## src/logic/pong_pkg.sv

```systemverilog
// ********************************************************************
// pong package: screen coordinate type, game state and the bundles
// passed between the timing, game and render blocks, plus sprite sizes
// ********************************************************************

package pong_pkg;

    typedef logic [9:0] coord_t;  // screen coordinate

    typedef enum logic {
        IDLE,  // both paddles under computer control
        PLAY   // paddle 1 follows the buttons
    } game_state_e;

    typedef struct packed {
        logic up;        // debounced up level
        logic down;      // debounced down level
        logic ctrl_rel;  // one cycle on control release
    } buttons_t;

    typedef struct packed {
        coord_t sx;
        coord_t sy;
        logic   hsync;  // active low
        logic   vsync;  // active low
        logic   de;
        logic   frame;  // start of vertical blanking
    } scan_t;

    typedef struct packed {
        coord_t bx;
        coord_t by;
        coord_t p1y;
        coord_t p2y;
    } objects_t;

    typedef struct packed {
        logic ball;
        logic p1;
        logic p2;
    } hits_t;

    localparam coord_t B_SIZE   = 10'd8;   // ball edge
    localparam coord_t P_H      = 10'd40;  // paddle height
    localparam coord_t P_W      = 10'd10;  // paddle width
    localparam coord_t P_SP     = 10'd4;   // paddle step per frame
    localparam coord_t P_OFFS   = 10'd32;  // paddle distance from screen edge
    localparam coord_t BALL_SPX = 10'd6;
    localparam coord_t BALL_SPY = 10'd4;

endpackage

```

## src/logic/display_timings.sv

```systemverilog
// ********************************************************************
// display timings: raster counters with registered syncs, data enable
// and a one-cycle frame strobe at the start of vertical blanking
// ********************************************************************

module display_timings #(
    parameter int H_RES  = 640,
    parameter int V_RES  = 480,
    parameter int H_FP   = 16,
    parameter int H_SYNC = 96,
    parameter int H_BP   = 48,
    parameter int V_FP   = 10,
    parameter int V_SYNC = 2,
    parameter int V_BP   = 33
) (
    input  logic            clk_pix,
    input  logic            arst_n,
    output pong_pkg::scan_t scan
);
    localparam pong_pkg::coord_t H_ACT  = pong_pkg::coord_t'(H_RES);
    localparam pong_pkg::coord_t HS_STA = pong_pkg::coord_t'(H_RES + H_FP);
    localparam pong_pkg::coord_t HS_END = pong_pkg::coord_t'(H_RES + H_FP + H_SYNC);
    localparam pong_pkg::coord_t H_LAST = pong_pkg::coord_t'(H_RES + H_FP + H_SYNC + H_BP - 1);
    localparam pong_pkg::coord_t V_ACT  = pong_pkg::coord_t'(V_RES);
    localparam pong_pkg::coord_t VS_STA = pong_pkg::coord_t'(V_RES + V_FP);
    localparam pong_pkg::coord_t VS_END = pong_pkg::coord_t'(V_RES + V_FP + V_SYNC);
    localparam pong_pkg::coord_t V_LAST = pong_pkg::coord_t'(V_RES + V_FP + V_SYNC + V_BP - 1);

    pong_pkg::coord_t sx_next;
    pong_pkg::coord_t sy_next;

    always_comb begin
        sx_next = scan.sx + 10'd1;
        sy_next = scan.sy;
        if (scan.sx == H_LAST) begin  // end of line
            sx_next = '0;
            sy_next = (scan.sy == V_LAST) ? '0 : scan.sy + 10'd1;
        end
    end

    // flags come from the next position so they line up with sx/sy
    always_ff @(posedge clk_pix or negedge arst_n) begin
        if (!arst_n) begin
            scan.sx    <= H_LAST;  // first step lands on (0,0)
            scan.sy    <= V_LAST;
            scan.hsync <= 1'b1;
            scan.vsync <= 1'b1;
            scan.de    <= 1'b0;
            scan.frame <= 1'b0;
        end else begin
            scan.sx    <= sx_next;
            scan.sy    <= sy_next;
            scan.hsync <= !(sx_next >= HS_STA && sx_next < HS_END);
            scan.vsync <= !(sy_next >= VS_STA && sy_next < VS_END);
            scan.de    <= (sx_next < H_ACT) && (sy_next < V_ACT);
            scan.frame <= (sx_next == '0) && (sy_next == V_ACT);
        end
    end

endmodule

```

## src/logic/button_debounce.sv

```systemverilog
// ********************************************************************
// button debounce: two-flop sync and stability count per button
// ********************************************************************

module button_debounce #(
    parameter int DEB_CYCLES = 65536
) (
    input  logic               clk_pix,
    input  logic               arst_n,
    input  logic               btn_up,
    input  logic               btn_dn,
    input  logic               btn_ctrl,
    output pong_pkg::buttons_t buttons
);
    localparam int CW = $clog2(DEB_CYCLES + 1);
    localparam logic [CW-1:0] CNT_LAST = CW'(DEB_CYCLES - 1);

    logic [2:0] sync_1;
    logic [2:0] sync_2;
    logic [2:0] level;   // debounced levels: ctrl, dn, up
    logic       ctrl_q;  // previous ctrl level for the release edge

    always_ff @(posedge clk_pix or negedge arst_n) begin
        if (!arst_n) begin
            sync_1 <= '0;
            sync_2 <= '0;
            ctrl_q <= 1'b0;
        end else begin
            sync_1 <= {btn_ctrl, btn_dn, btn_up};
            sync_2 <= sync_1;
            ctrl_q <= level[2];
        end
    end

    for (genvar i = 0; i < 3; i++) begin : g_btn
        logic [CW-1:0] cnt;
        logic          lvl;

        always_ff @(posedge clk_pix or negedge arst_n) begin
            if (!arst_n) begin
                cnt <= '0;
                lvl <= 1'b0;
            end else if (sync_2[i] == lvl) begin
                cnt <= '0;  // agrees again, start over
            end else if (cnt == CNT_LAST) begin
                cnt <= '0;
                lvl <= sync_2[i];
            end else begin
                cnt <= cnt + 1'b1;
            end
        end

        assign level[i] = lvl;
    end

    assign buttons = '{up: level[0], down: level[1], ctrl_rel: ctrl_q & ~level[2]};

endmodule

```

## src/logic/paddle_control.sv

```systemverilog
// ********************************************************************
// paddle control: IDLE/PLAY game state, human paddle 1 in PLAY and
// computer tracking of the ball for the other paddles
// ********************************************************************

module paddle_control #(
    parameter int V_RES = 480
) (
    input  logic                  clk_pix,
    input  logic                  arst_n,
    input  pong_pkg::scan_t       scan,
    input  pong_pkg::buttons_t    buttons,
    input  pong_pkg::coord_t      ball_y,
    output pong_pkg::game_state_e state,
    output pong_pkg::coord_t      p1y,
    output pong_pkg::coord_t      p2y
);
    localparam pong_pkg::coord_t P_RST =
        pong_pkg::coord_t'((V_RES - int'(pong_pkg::P_H)) / 2);
    // lowest top row, shared by the human and the computer paddles
    localparam pong_pkg::coord_t P_MAX =
        pong_pkg::coord_t'(V_RES) - (pong_pkg::P_H + pong_pkg::P_SP);

    // one step toward the ball centre, holding inside the dead band
    function automatic pong_pkg::coord_t track(input pong_pkg::coord_t py,
                                               input pong_pkg::coord_t by);
        pong_pkg::coord_t p_mid;
        pong_pkg::coord_t b_mid;
        p_mid = py + pong_pkg::P_H / 2;
        b_mid = by + pong_pkg::B_SIZE / 2;
        track = py;
        if (p_mid + pong_pkg::P_SP / 2 < b_mid) begin
            if (py < P_MAX) track = py + pong_pkg::P_SP;
        end else if (p_mid > b_mid + pong_pkg::P_SP / 2) begin
            if (py > pong_pkg::P_SP) track = py - pong_pkg::P_SP;
        end
    endfunction

    always_ff @(posedge clk_pix or negedge arst_n) begin
        if (!arst_n) begin
            state <= pong_pkg::IDLE;
        end else if (buttons.ctrl_rel) begin
            case (state)
                pong_pkg::IDLE: state <= pong_pkg::PLAY;
                pong_pkg::PLAY: state <= pong_pkg::IDLE;
                default:        state <= pong_pkg::IDLE;
            endcase
        end
    end

    always_ff @(posedge clk_pix or negedge arst_n) begin
        if (!arst_n) begin
            p1y <= P_RST;
            p2y <= P_RST;
        end else if (scan.frame) begin
            if (state == pong_pkg::PLAY) begin  // human player
                if (buttons.up && p1y > pong_pkg::P_SP) begin
                    p1y <= p1y - pong_pkg::P_SP;
                end else if (buttons.down && p1y < P_MAX) begin
                    p1y <= p1y + pong_pkg::P_SP;
                end
            end else begin
                p1y <= track(p1y, ball_y);
            end
            p2y <= track(p2y, ball_y);  // always computer
        end
    end

endmodule

```

## src/logic/ball_motion.sv

```systemverilog
// ********************************************************************
// ball motion: per-frame step with wall and paddle bounces
// ********************************************************************

module ball_motion #(
    parameter int H_RES = 640,
    parameter int V_RES = 480
) (
    input  logic             clk_pix,
    input  logic             arst_n,
    input  pong_pkg::scan_t  scan,
    input  pong_pkg::hits_t  hits,
    output pong_pkg::coord_t bx,
    output pong_pkg::coord_t by
);
    localparam pong_pkg::coord_t X_RST = pong_pkg::coord_t'(H_RES / 2);
    localparam pong_pkg::coord_t Y_RST = pong_pkg::coord_t'(V_RES / 2);
    // last positions before the ball would cross the right or bottom wall
    localparam pong_pkg::coord_t X_EDGE =
        pong_pkg::coord_t'(H_RES) - (pong_pkg::BALL_SPX + pong_pkg::B_SIZE);
    localparam pong_pkg::coord_t Y_EDGE =
        pong_pkg::coord_t'(V_RES) - (pong_pkg::BALL_SPY + pong_pkg::B_SIZE);

    logic p1_col;  // ball touched paddle 1 this frame
    logic p2_col;
    logic dx;      // 1 = moving left
    logic dy;      // 1 = moving up

    always_ff @(posedge clk_pix or negedge arst_n) begin
        if (!arst_n) begin
            p1_col <= 1'b0;
            p2_col <= 1'b0;
        end else if (scan.frame) begin
            p1_col <= 1'b0;
            p2_col <= 1'b0;
        end else if (hits.ball) begin
            if (hits.p1) p1_col <= 1'b1;
            if (hits.p2) p2_col <= 1'b1;
        end
    end

    always_ff @(posedge clk_pix or negedge arst_n) begin
        if (!arst_n) begin
            bx <= X_RST;
            by <= Y_RST;
            dx <= 1'b0;  // right
            dy <= 1'b0;  // down
        end else if (scan.frame) begin
            if (p1_col) begin
                dx <= 1'b0;
                bx <= bx + pong_pkg::BALL_SPX;
            end else if (p2_col) begin
                dx <= 1'b1;
                bx <= bx - pong_pkg::BALL_SPX;
            end else if (bx >= X_EDGE) begin  // right wall
                dx <= 1'b1;
                bx <= bx - pong_pkg::BALL_SPX;
            end else if (bx < pong_pkg::BALL_SPX) begin  // left wall
                dx <= 1'b0;
                bx <= bx + pong_pkg::BALL_SPX;
            end else begin
                bx <= dx ? bx - pong_pkg::BALL_SPX : bx + pong_pkg::BALL_SPX;
            end

            if (by >= Y_EDGE) begin  // bottom
                dy <= 1'b1;
                by <= by - pong_pkg::BALL_SPY;
            end else if (by < pong_pkg::BALL_SPY) begin
                dy <= 1'b0;
                by <= by + pong_pkg::BALL_SPY;
            end else begin
                by <= dy ? by - pong_pkg::BALL_SPY : by + pong_pkg::BALL_SPY;
            end
        end
    end

endmodule

```

## src/logic/pixel_render.sv

```systemverilog
// ********************************************************************
// pixel render: sprite hit tests and the registered DVI output stage
// ********************************************************************

module pixel_render #(
    parameter int H_RES = 640
) (
    input  logic              clk_pix,
    input  logic              arst_n,
    input  pong_pkg::scan_t   scan,
    input  pong_pkg::objects_t objects,
    output pong_pkg::hits_t   hits,
    output logic              dvi_hsync,
    output logic              dvi_vsync,
    output logic              dvi_de,
    output logic [3:0]        dvi_r,
    output logic [3:0]        dvi_g,
    output logic [3:0]        dvi_b
);
    // paddle 2 columns, mirrored from the right edge
    localparam pong_pkg::coord_t P2_L =
        pong_pkg::coord_t'(H_RES) - pong_pkg::P_OFFS - pong_pkg::P_W;
    localparam pong_pkg::coord_t P2_R = pong_pkg::coord_t'(H_RES) - pong_pkg::P_OFFS;

    logic [3:0] colour;

    always_comb begin
        hits.ball = (scan.sx >= objects.bx) && (scan.sx < objects.bx + pong_pkg::B_SIZE)
                 && (scan.sy >= objects.by) && (scan.sy < objects.by + pong_pkg::B_SIZE);
        hits.p1 = (scan.sx >= pong_pkg::P_OFFS)
               && (scan.sx < pong_pkg::P_OFFS + pong_pkg::P_W)
               && (scan.sy >= objects.p1y) && (scan.sy < objects.p1y + pong_pkg::P_H);
        hits.p2 = (scan.sx >= P2_L) && (scan.sx < P2_R)
               && (scan.sy >= objects.p2y) && (scan.sy < objects.p2y + pong_pkg::P_H);
        colour = (scan.de && (hits.ball || hits.p1 || hits.p2)) ? 4'hf : 4'h0;
    end

    always_ff @(posedge clk_pix or negedge arst_n) begin
        if (!arst_n) begin
            dvi_hsync <= 1'b1;  // idle high
            dvi_vsync <= 1'b1;
            dvi_de    <= 1'b0;
            dvi_r     <= '0;
            dvi_g     <= '0;
            dvi_b     <= '0;
        end else begin
            dvi_hsync <= scan.hsync;
            dvi_vsync <= scan.vsync;
            dvi_de    <= scan.de;
            dvi_r     <= colour;  // monochrome
            dvi_g     <= colour;
            dvi_b     <= colour;
        end
    end

endmodule

```

## src/logic/pong_top.sv

```systemverilog
// ********************************************************************
// pong top: raster timing, buttons, game logic and renderer
// ********************************************************************

module pong_top #(
    parameter int H_RES      = 640,
    parameter int V_RES      = 480,
    parameter int H_FP       = 16,
    parameter int H_SYNC     = 96,
    parameter int H_BP       = 48,
    parameter int V_FP       = 10,
    parameter int V_SYNC     = 2,
    parameter int V_BP       = 33,
    parameter int DEB_CYCLES = 65536
) (
    input  logic       clk_pix,
    input  logic       arst_n,
    input  logic       btn_up,
    input  logic       btn_dn,
    input  logic       btn_ctrl,
    output logic       dvi_hsync,
    output logic       dvi_vsync,
    output logic       dvi_de,
    output logic [3:0] dvi_r,
    output logic [3:0] dvi_g,
    output logic [3:0] dvi_b
);
    pong_pkg::scan_t       scan;
    pong_pkg::buttons_t    buttons;
    pong_pkg::game_state_e state;
    pong_pkg::coord_t      bx;
    pong_pkg::coord_t      by;
    pong_pkg::coord_t      p1y;
    pong_pkg::coord_t      p2y;
    pong_pkg::objects_t    objects;
    pong_pkg::hits_t       hits;

    assign objects = '{bx: bx, by: by, p1y: p1y, p2y: p2y};

    display_timings #(
        .H_RES(H_RES), .V_RES(V_RES),
        .H_FP(H_FP), .H_SYNC(H_SYNC), .H_BP(H_BP),
        .V_FP(V_FP), .V_SYNC(V_SYNC), .V_BP(V_BP)
    ) u_timings (
        .clk_pix(clk_pix),
        .arst_n (arst_n),
        .scan   (scan)
    );

    button_debounce #(.DEB_CYCLES(DEB_CYCLES)) u_debounce (
        .clk_pix (clk_pix),
        .arst_n  (arst_n),
        .btn_up  (btn_up),
        .btn_dn  (btn_dn),
        .btn_ctrl(btn_ctrl),
        .buttons (buttons)
    );

    paddle_control #(.V_RES(V_RES)) u_paddles (
        .clk_pix(clk_pix),
        .arst_n (arst_n),
        .scan   (scan),
        .buttons(buttons),
        .ball_y (by),
        .state  (state),  // observed by the testbench
        .p1y    (p1y),
        .p2y    (p2y)
    );

    ball_motion #(.H_RES(H_RES), .V_RES(V_RES)) u_ball (
        .clk_pix(clk_pix),
        .arst_n (arst_n),
        .scan   (scan),
        .hits   (hits),
        .bx     (bx),
        .by     (by)
    );

    pixel_render #(.H_RES(H_RES)) u_render (
        .clk_pix  (clk_pix),
        .arst_n   (arst_n),
        .scan     (scan),
        .objects  (objects),
        .hits     (hits),
        .dvi_hsync(dvi_hsync),
        .dvi_vsync(dvi_vsync),
        .dvi_de   (dvi_de),
        .dvi_r    (dvi_r),
        .dvi_g    (dvi_g),
        .dvi_b    (dvi_b)
    );

endmodule

```

## config.mk

```make
export PLATFORM = sky130hd
export DESIGN_NAME = pong_top
export DESIGN_NICKNAME = d
export VERILOG_FILES = /design/src/logic/pong_pkg.sv /design/src/logic/display_timings.sv /design/src/logic/button_debounce.sv /design/src/logic/paddle_control.sv /design/src/logic/ball_motion.sv /design/src/logic/pixel_render.sv /design/src/logic/pong_top.sv
export SDC_FILE = /design/constraint.sdc
export NUM_CORES = 1
export LEC_CHECK = 0
export ABC_CLOCK_PERIOD_IN_PS = 3300
export BUFFER_PORTS_ARGS = -buffer_cell sky130_fd_sc_hd__buf_2
export CORE_ASPECT_RATIO = 1.1
export CORE_MARGIN = 1.5
export CORE_UTILIZATION = 50
export CTS_CLUSTER_DIAMETER = 80
export DETAILED_ROUTE_END_ITERATION = 10
export GPL_TIMING_DRIVEN = 0
export PLACE_DENSITY = 0.68
export SLEW_MARGIN = 20
export SYNTH_ARGS = -nofsm -noshare
export SYNTH_HDL_FRONTEND = slang
export SYNTH_SLANG_ARGS = --single-unit
```

## constraint.sdc

```tcl
create_clock -name clk_pix -period 3.3 [get_ports clk_pix]
set_input_delay 0.66 -clock clk_pix [delete_from_list [all_inputs] [get_ports clk_pix]]
set_output_delay 0.66 -clock clk_pix [all_outputs]
set_load 0.02 [all_outputs]
```

==> results.yml, run 1 <==
routing:
  routedWlPerCell_um: 15.2
  drt_wl_total_um: 19600
  vias: 7153
  ant_nets: 0
  drc: 0
  vias_per_cell: 5.53
  drt-pass1-iter-count: 5
  drtIter0Drc: 571
layout:
  synthToLayoutAreaGrowth_pct: 13.9
  stdcell_count: 1293
  n_antenna_cell: 0
  fill_cells: 1533
  final_nets: 1154
  drive_above_1_share_pct: 15.8
  fin_area_mm2: 0.0104
  post-route-util_pct: 58.7
  final-seq-area_mm2: 0.00322
  multiInputGateArea_mm2: 0.00554
critical_path:
  critPathMaxFanout: 7
  worstPathRequired_ps: 3630
  slowest_delay_ps: 590
  r2r_start: "u_ball.bx[4]"
  cp-end-kind: "flip-flop"
  cp_cell_sequence: "ha_1 -> and3_1 -> nand3_1 -> xnor2_1 -> ha_1 -> a22o_1 -> or4_1 -> or4_1 -> o31ai_1"
  slowest_stage: "or4_1"
  r2r_end: "u_ball.p2_col"
  crit_buf_inv: 0
  arrival_ps: 3490
  start_kind: "flip-flop"
  r2r_setup_slack_ps: 140
  critPathTopFamily: "simple AND/OR/NAND/NOR gates"
  rr_worst_depth: 9
  worst-setup-path-type: "reg -> reg"
timing:
  holdWs_ps: 143
  tightestPinTransition_ps: 728
  setup_violations: 0
  finalCritPeriodShare_pct: 95.9
  slew-limit-headroom_pct: 51.0
  clock.fmax_ghz: 0.316
  period_minus_slack_ps: 3160
  drv_slew: 0
  final_hold_viol_count: 0
  clock_skew_ps: 8.46
place:
  gp_congestion: 0.877
  numPortBuffers: 19
  hpwl_um: 14100
  placed_area_mm2: 0.00960
  dp.cells: 1248
global_route:
  antenna_found_initial: 0
  grt_start_max_net_pins: 70
  grt_pass1_wl_um: 33400
  grt.overflow.total: 0
  grt_usage_pct: 21.5
  grt_pass1_vias: 6890
yosys:
  ys_seq_area_share_pct: 35.1
  syn_nets: 1102
  syn_avg_cell_area_um2: 9.26
  synthArstFlopShare_pct: 100
  synth_cells: 990
  synth.distinct_cells: 75
  ys.flop_type: "dfrtp_1"
  yosys.area.top_type: "dfrtp_1"
  yosysWarnings: 0
  synth-edff-count: 0
  ys_ff_latch: 127
  synth_top_area_share_pct: 26.5
  synth_area_leaders: "dfrtp_1, ha_1, xnor2_1, dfstp_2, nor2_1"
  syn_area_mm2: 0.00917
run:
  drv_cap: 0
floorplanning:
  ioPinCount: 20
  start_util_pct: 51.5
  dieArea_mm2: 0.0192
  num_rows: 51
  dieHeight_um: 145
  die_w_um: 132
  core_mm2: 0.0178
status:
  status: "finished, final reports clean"
clock_tree:
  clkTransAtPathRegs_ps: 60
  cts_tree: "done"
  clk_latency_ps: 420
  numCtsBuffers: 17
  clockBufferDepth: 2
  clock-sinks: 127
  htreeDepth: 4
  root_buffer: "clkbuf_16"
  hold_buffers: 0
power:
  p_per_area_mw_per_mm2: 351
  p_leak_uw: 0.00452
  peakVddDrop_uv: 372
worst_hold_path:
  hp-class: "in -> async"
synthesized netlist by cell type (all sizes together), types with 6 or more instances:
master / instances
ha: 107
nor2: 102
xnor2: 100
dfrtp: 97
nand2: 61
inv: 58
nand3: 54
o21ai: 41
a21oi: 40
dfstp: 30
buf: 29
xor2: 26
nor3: 24
clkbuf: 20
and3: 19
nand4: 16
nand2b: 14
a211oi: 9
o21a: 9
o31ai: 8
a31oi: 7
and4: 7
mux2i: 7
nand3b: 7
or4: 7
a21o: 6
o21bai: 6
through the flow:
stage / total power, µW / worst slack (ps) / setup TNS, ps
global placement: 1670 / -469 / -15990
finish: 3670 / 136 / 0
detailed placement: 1680 / -453 / -3560
floorplan: 1630 / 46.6 / 0
CTS: 3710 / 3.67 / 0
global route: 3790 / -2.92 / -2.92
timing repair:
action	4_1_cts	5_1_grt
setup endpoints to repair	16	18
setup buffers	8	9
resized for setup	17	11
pin swaps	10	3
metal layers:
| metal | vias up | GRT usage (%) | part of all wire, % |
|---|---|---|---|
| met4 | 0 | 9.89 | 3.0 |
| met3 | 45 | 3.35 | 3.3 |
| li1 | 3551 | - | - |
| met1 | 3393 | 28.0 | 46 |
| met5 | - | 0 | 0 |
| met2 | 164 | 35.0 | 48 |
layout make-up:
| cell class | count | area share [%] |
|---|---|---|
| well taps | 238 | 2.85 |
| plain buffers | 46 | 2.64 |
| clock inverters | 12 | 1.76 |
| clock buffers | 20 | 4.28 |
| multi-input cells | 753 | 53.0 |
| flip-flops and latches | 127 | 30.8 |
| inverters | 60 | 2.19 |
| repair buffers | 37 | 2.49 |
power breakdown:
part           total (µW)  switching [µW]  internal [µW]  leakage (µW)
Combinational        65.6            47.8           17.9       0.00260
Clock                2020             733           1290      0.000301
Sequential           1580            11.2           1570       0.00163
Total                3670             792           2880       0.00452
worst reg2reg max path: cells and delay by family, from the launching register on:
family | cells | cell delay (ps)
adder cells (fa/ha/maj) | 2 | 530
flip-flops | 1 | 470
XOR/XNOR | 1 | 220
AO/OA/AOI/OAI | 2 | 430
AND/OR/NAND/NOR | 4 | 1420
flip-flops by register name, indices dropped and copies added (netlist names), 3 cells and up:
signal / cells
u_paddles.p2y: 8
u_timings.scan: 24
u_ball.by: 8
u_ball.bx: 9
u_debounce.sync_1: 3
u_paddles.p1y: 8
u_debounce.g_btn.lvl: 3
u_debounce.g_btn.cnt: 51
u_debounce.sync_2: 3
cell families (layout without fill, tap and decap cells):
logic type | count (synthesis) | in the layout | synth area share [%]
and+or+nand+nor | 340 | 340 | 18.8
AOI/OAI and AO/OA | 169 | 169 | 12.2
xor gates and xnor gates | 126 | 126 | 12.1
buffers and inverters | 110 | 175 | 5.92
DFF | 127 | 127 | 35.1
muxes | 11 | 11 | 1.30
adders and majority gates | 107 | 107 | 14.6
layout by cell type (no fill, tap or decap), types with 5 or more instances in the layout:
cell,Yosys,layout
buf_2,11,29
buf_4,14,31
ha_1,107,104
xor2_1,26,26
nand4_1,16,16
inv_1,58,56
o21ai_0,40,38
nand2b_1,14,14
or4_1,7,7
clkbuf_16,0,17
and3_1,18,18
a211o_1,5,5
clkbuf_1,17,16
a211oi_1,9,9
and4_1,6,6
and2_1,5,5
o21a_1,9,9
a21oi_1,37,35
nand3b_1,7,7
o31ai_1,8,8
a21o_1,6,6
mux2i_1,7,7
dfstp_2,30,30
nand2_1,61,60
nor2_1,102,100
nor3_1,23,22
xnor2_1,99,95
dfrtp_1,97,96
nand3_1,53,53
a31oi_1,7,7
a21oi_2,3,5
worst max-delay path by stage:
| stage | endpoint | slack [ps] | depth (start not counted) | startpoint |
|---|---|---|---|---|
| 2_1_floorplan | u_paddles.p1y[8] | 50 | 16 | u_paddles.p1y[4] |
| 3_3_place_gp | u_paddles.p2y[8] | -470 | 14 | u_paddles.p2y[4] |
| 3_5_place_dp | u_paddles.p2y[8] | -450 | 14 | u_paddles.p2y[4] |
| 4_1_cts | u_paddles.p2y[8] | 4 | 12 | u_ball.by[4] |
| 5_1_grt | u_paddles.p1y[9] | -3 | 14 | u_paddles.p1y[4] |
| 6_report | u_ball.p2_col | 140 | 9 | u_ball.bx[4] |
(Power assumes the default switching activity.)
==> run 2, diff against run 1 <==
--- a/config.mk
+++ b/config.mk
@@ -5,6 +5,7 @@
 export SDC_FILE = /design/constraint.sdc
 export NUM_CORES = 1
 export LEC_CHECK = 0
+export ABC_AREA = 1
 export ABC_CLOCK_PERIOD_IN_PS = 3300
 export BUFFER_PORTS_ARGS = -buffer_cell sky130_fd_sc_hd__buf_2
 export CORE_ASPECT_RATIO = 1.1
==> constraint.sdc (replaced) <==
create_clock -name clk_pix -period 3.3 [get_ports clk_pix]
set_input_delay 0.165 -clock clk_pix [delete_from_list [all_inputs] [get_ports clk_pix]]
set_output_delay 0.165 -clock clk_pix [all_outputs]
set_load 0.02 [all_outputs]
==> run 2 against run 1 <==
  * The flow now finishes with violations (design-rule violations)
  * Fmax up 3.9%
  * Sequential cell count is the same
  * Synthesized area rose by 12%
  * Critical path depth is 8 higher
  * Clock-buffer cell count decreased by 2
  * Die area is 11% higher
  * Critical endpoint is now u_paddles.p2y[8]
==> results.yml, run 2 <==
yosys:
  yosysWarnings: 0
  ys_ff_latch: 127
  yosys.area_share.simple_pct: 33.1
  synthArstFlopShare_pct: 100
  ys.flop_type: "dfrtp_1"
  synth-edff-count: 0
  syn_nets: 1479
  synth_xor_area_share_pct: 7.54
  synth-compound-area-share_pct: 6.55
  synth_top_family_by_area: "simple AND/OR/NAND/NOR gates"
  syn_area_mm2: 0.0102
  synth.distinct_cells: 54
  synth_top_area_share_pct: 23.7
  synth_area_leaders: "dfrtp_1, ha_1, nand2_1, dfstp_2, xor2_1"
  syn_avg_cell_area_um2: 7.48
  synth_cells: 1367
  ys_seq_area_share_pct: 31.4
  synth_mux_area_share_pct: 0.110
  synth_most_common_cell: "nand2_1"
  yosys.area.top_type: "dfrtp_1"
  synth_fa_ha_area_share_pct: 13.1
  ys_top_cells_by_count: "nand2_1, inv_1, nor2_1, nand3_1, ha_1"
timing:
  holdWs_ps: 187
  setup_slack_ps: 256
  drv_slew: 0
  setup_violations: 0
  clock_skew_ps: 9.15
  final_hold_viol_count: 0
  slew-limit-headroom_pct: 47.7
  clock.fmax_ghz: 0.328
  period_minus_slack_ps: 3040
  finalCritPeriodShare_pct: 92.3
  tightestPinTransition_ps: 778
global_route:
  grt_pass1_wl_um: 40100
  antenna_found_initial: 0
  grt.overflow.total: 0
  grt_start_max_net_pins: 97
  grt_pass1_vias: 8418
  grt_usage_pct: 22.8
run:
  drv_cap: 0
place:
  gp_congestion: 0.899
  hpwl_um: 16700
  post-place-ws_ps: 136
  numPortBuffers: 19
critical_path:
  cp-end-kind: "flip-flop"
  r2r_start: "u_paddles.p2y[4]"
  critPathMaxFanout: 10
  r2r_setup_slack_ps: 260
  arrival_ps: 3360
  worst-setup-path-type: "reg -> reg"
  start_kind: "flip-flop"
  worstPathRequired_ps: 3620
  startpoint: "u_paddles.p2y[4]"
layout:
  n_antenna_cell: 0
  fill_cells: 1866
  largest_reg_flops: 51
  reg_top3: "u_debounce.g_btn.cnt (51), u_timings.scan (24), u_ball.bx (9)"
  drive_above_1_share_pct: 14.3
  multiInputGateArea_mm2: 0.00618
  regMostFlops: "u_debounce.g_btn.cnt"
  layout_commonest_cell: "nand2_1"
  post-route-util_pct: 57.0
  final-seq-area_mm2: 0.00322
  final_nets: 1521
  layout.cells.most_common_list: "nand2_1, inv_1, nor2_1"
  synthToLayoutAreaGrowth_pct: 11.1
routing:
  ant_nets: 0
  drc: 2
  drt-pass1-iter-count: 8
  drtIter0Drc: 355
  vias: 8645
  drt_wl_total_um: 22800
  routedWlPerCell_um: 13.6
  vias_per_cell: 5.16
worst_hold_path:
  hp-class: "in -> async"
power:
  p_leak_uw: 0.00584
  p_per_area_mw_per_mm2: 326
  peakVddDrop_uv: 363
clock_tree:
  clockBufferDepth: 2
  clock-sinks: 127
  root_buffer: "clkbuf_16"
  cts_tree: "done"
  clk_latency_ps: 430
  clkTransAtPathRegs_ps: 60
  numCtsBuffers: 17
  htreeDepth: 4
floorplanning:
  start_util_pct: 51.3
  ioPinCount: 20
  num_rows: 54
  dieHeight_um: 153
  die_w_um: 139
  dieArea_mm2: 0.0213
  core_mm2: 0.0199
status:
  status: "finished with violations"
  violations: "design-rule violations"
==> run 2: worst paths after layout <==
check	depth (start not counted)	endpoint
min reg2reg	0	u_debounce.sync_2[2]
max in group asynchronous	3	u_ball.by[4]
min	2	u_timings.scan[20]
max	17	u_paddles.p2y[8]
min in group clk_pix	0	u_debounce.sync_2[2]
max reg2reg	17	u_paddles.p2y[8]
==> run 2: power by group <==
| group | switching (µW) | total (µW) | internal (µW) |
|---|---|---|---|
| clock | 768 | 2050 | 1280 |
| combinational | 49.6 | 69.0 | 19.3 |
| sequential | 7.91 | 1580 | 1570 |
| total | 826 | 3700 | 2870 |
==> run 2: layer usage <==
layer / global-route usage, % / part of all wire [%] / vias up / wire, µm
li1: - / - / 4494 / -
met1: 30.2 / 48 / 3989 / 10900
met2: 38.3 / 47 / 134 / 10700
met3: 3.70 / 3.3 / 28 / 761
met4: 6.94 / 1.6 / 0 / 371
met5: 0 / 0 / - / 0
==> run 2: area by class of cell <==
type / instances / area share (%)
clock inverters: 14 / 1.82
repair buffers: 25 / 1.59
multi-input cells: 1038 / 54.4
well taps: 252 / 2.78
flip-flops and latches: 127 / 28.3
inverters: 165 / 5.49
clock buffers: 18 / 3.78
plain buffers: 35 / 1.85
==> run 2: kinds of logic (layout without fill, tap and decap cells) <==
group / Yosys count / count (layout)
muxes: 1 / 1
DFF: 127 / 127
and+or+nand+nor: 725 / 725
adders and majority gates: 107 / 107
buffers and inverters: 202 / 257
AOI/OAI and AO/OA: 117 / 117
xor gates and xnor gates: 88 / 88
==> run 2: repair_timing <==
action,4_1_cts,5_1_grt
buffers inserted,0,1
hold buffers,4,0
resized for setup,0,3
hold endpoints to repair,39,0
endpoints found under the setup margin,0,16
==> run 2: worst max-delay path: stages (launching register included) <==
cell	delay [ps]
dfstp_2	530
buf_2	180
inv_1	160
ha_1	220
nand2_1	80
nand2_1	90
nand2_1	110
xor2_1	170
ha_1	260
a21o_1	230
nor3_4	230
nand2_2	130
nand2_4	130
nand2_2	80
nand2_4	130
nand2_4	100
nand2_1	70
nand2_1	50
==> run 2: per-stage QoR <==
stage               total power (µW)  instance area, µm²  instances  setup TNS, ps
floorplan                       1630               10200       1367              0
global placement                1670               10600       1638              0
detailed placement              1680               10700       1639              0
CTS                             3740               11300       1675              0
global route                    3820               11400       1674          -8.11
finish                          3700               11400       1674              0
==> run 3, diff against run 2 <==
--- a/config.mk
+++ b/config.mk
@@ -8,13 +8,15 @@
 export ABC_AREA = 1
 export ABC_CLOCK_PERIOD_IN_PS = 3300
 export BUFFER_PORTS_ARGS = -buffer_cell sky130_fd_sc_hd__buf_2
+export CELL_PAD_IN_SITES_DETAIL_PLACEMENT = 2
+export CELL_PAD_IN_SITES_GLOBAL_PLACEMENT = 2
 export CORE_ASPECT_RATIO = 1.1
 export CORE_MARGIN = 1.5
-export CORE_UTILIZATION = 50
+export CORE_UTILIZATION = 35
 export CTS_CLUSTER_DIAMETER = 80
 export DETAILED_ROUTE_END_ITERATION = 10
 export GPL_TIMING_DRIVEN = 0
-export PLACE_DENSITY = 0.68
+export PLACE_DENSITY_LB_ADDON = 0.1
 export SLEW_MARGIN = 20
 export SYNTH_ARGS = -nofsm -noshare
 export SYNTH_HDL_FRONTEND = slang
==> run 3 against run 2 <==
  * The run now ends clean
  * Total power decreased by 5.8%
  * Non-clock buffer count rose by 9
  * Sequential power is essentially flat
  * Sequential cell count unchanged
  * Sequential share of layout area fell by 0.39 points
  * Critical path type unchanged
==> results.yml, run 3 (synthesis results as in run 2) <==
global_route:
  grt.overflow.total: 0
  grt_pass1_vias: 10219
  grtUsageMet2_pct: 41.7
  grtUsageMet3_pct: 2.80
  grt_usage_pct: 22.2
  antenna_found_initial: 0
  met1_usage_pct: 26.7
  grt_start_max_net_pins: 90
  grt_pass1_wl_um: 53900
  top_usage_layer: "met2"
critical_path:
  r2r_end: "u_paddles.p2y[8]"
  cp-end-kind: "flip-flop"
  worstPathRequired_ps: 3630
  r2r_setup_slack_ps: 160
  arrival_ps: 3470
  critPathMaxFanout: 9
  rr_worst_depth: 17
  worst-setup-path-type: "reg -> reg"
  r2r_start: "u_paddles.p2y[4]"
  start_kind: "flip-flop"
place:
  hpwl_um: 24000
  numPortBuffers: 19
  gp_congestion: 0.787
  dp.cells: 1755
  placed_area_mm2: 0.0108
routing:
  ant_nets: 0
  vias_per_cell: 5.11
  vias: 9183
  drt_wl_total_um: 32400
  routedWlPerCell_um: 18.0
  drc: 0
  drt-pass1-iter-count: 4
  drtIter0Drc: 312
timing:
  clock_skew_ps: 13.6
  finalCritPeriodShare_pct: 95.0
  setup_tns_ps: 0
  tightestPinTransition_ps: 939
  period_minus_slack_ps: 3140
  final_hold_viol_count: 0
  setup_violations: 0
  slew-limit-headroom_pct: 36.9
  clock.fmax_ghz: 0.319
  drv_slew: 0
layout:
  layout.cells.most_common_list: "nand2_1, inv_1, nor2_1"
  drive_above_1_share_pct: 15.0
  final_nets: 1530
  regMostFlops: "u_debounce.g_btn.cnt"
  stdcell_count: 1798
  synthToLayoutAreaGrowth_pct: 12.6
  reg_top3: "u_debounce.g_btn.cnt (51), u_timings.scan (24), u_ball.bx (9)"
  largest_reg_flops: 51
  n_antenna_cell: 0
  fin_area_mm2: 0.0115
  layout_commonest_cell: "nand2_1"
floorplanning:
  dieHeight_um: 182
  ioPinCount: 20
  num_rows: 65
  start_util_pct: 35.6
  dieArea_mm2: 0.0302
  die_w_um: 166
  core_mm2: 0.0287
power:
  p_leak_uw: 0.00584
  peakVddDrop_uv: 255
  p_per_area_mw_per_mm2: 302
clock_tree:
  clockBufferDepth: 2
  clock-sinks: 127
  numCtsBuffers: 17
  htreeDepth: 4
  root_buffer: "clkbuf_16"
  cts_tree: "done"
  clkTransAtPathRegs_ps: 60
  clk_latency_ps: 440
run:
  drv_cap: 0
worst_hold_path:
  hp-class: "in -> async"
status:
  status: "finished, final reports clean"
run 3: how the worst max path moves through the flow:
stage,end,cells past startpoint,startpoint,slack (ps)
global route,u_paddles.p2y[8],17,u_paddles.p2y[4],-70
detailed placement,u_paddles.p1y[5],20,u_paddles.p1y[4],-50
global placement,u_paddles.p2y[8],18,u_ball.by[6],50
CTS,u_paddles.p2y[8],18,u_ball.by[6],6
floorplan,u_paddles.p2y[8],17,u_paddles.p2y[4],600
finish,u_paddles.p2y[8],17,u_paddles.p2y[4],160
run 3: repair_timing:
action	in CTS	in global routing
setup buffers	1	9
setup endpoints to repair	11	16
hold endpoints to repair	41	0
hold buffers	4	0
pin swaps	1	1
resized for setup	1	7
cloned	0	0
run 3: where the power goes:
| group | switching [µW] | total, µW | leakage (µW) | internal [µW] |
|---|---|---|---|---|
| Combinational | 55.9 | 75.5 | 0.00395 | 19.6 |
| Sequential | 9.02 | 1580 | 0.00163 | 1570 |
| Clock | 807 | 1830 | 0.000261 | 1020 |
run 3: layer usage:
layer  up-vias  share of wire [%]  routed length (µm)
met3        36                1.5                 482
met5         -                  0                   0
li1       4495                  -                   -
met1      4588                 44               14200
met2        64                 53               17200
met4         0                1.4                 445
run 3: worst max-delay path, cell delays in order, from the launching register on:
cell	delay, ps
dfstp_2	530
buf_2	210
clkinvlp_4	180
ha_1	210
nand2_1	80
nand2_1	110
nand2_1	100
xor2_1	190
ha_1	290
a21o_1	230
nor3_4	210
nand2_2	130
nand2_4	120
nand2_2	70
nand2_4	140
nand2_4	110
nand2_1	80
nand2_1	50
run 3: layout make-up:
class                           count  area [µm²]
Fill cell                        3438       17200
Multi-Input combinational cell   1038        6190
Sequential cell                   127        3220
Inverter                          165         629
Clock buffer                       20         467
Tap cell                          368         460
Timing Repair Buffer               34         260
Buffer                             35         208
Clock inverter                     11        83.8
run 3: metrics by stage:
step	util [%]	setup slack, ps	power [µW]	hold WS, ps
4_1_cts	39.8	5.50	3530	210
3_5_place_dp	37.7	-47.2	1680	82.3
6_report	40.1	164	3480	202
2_1_floorplan	-	597	1630	-131
5_1_grt	40.1	-71.1	3600	232
3_3_place_gp	37.6	51.8	1670	273
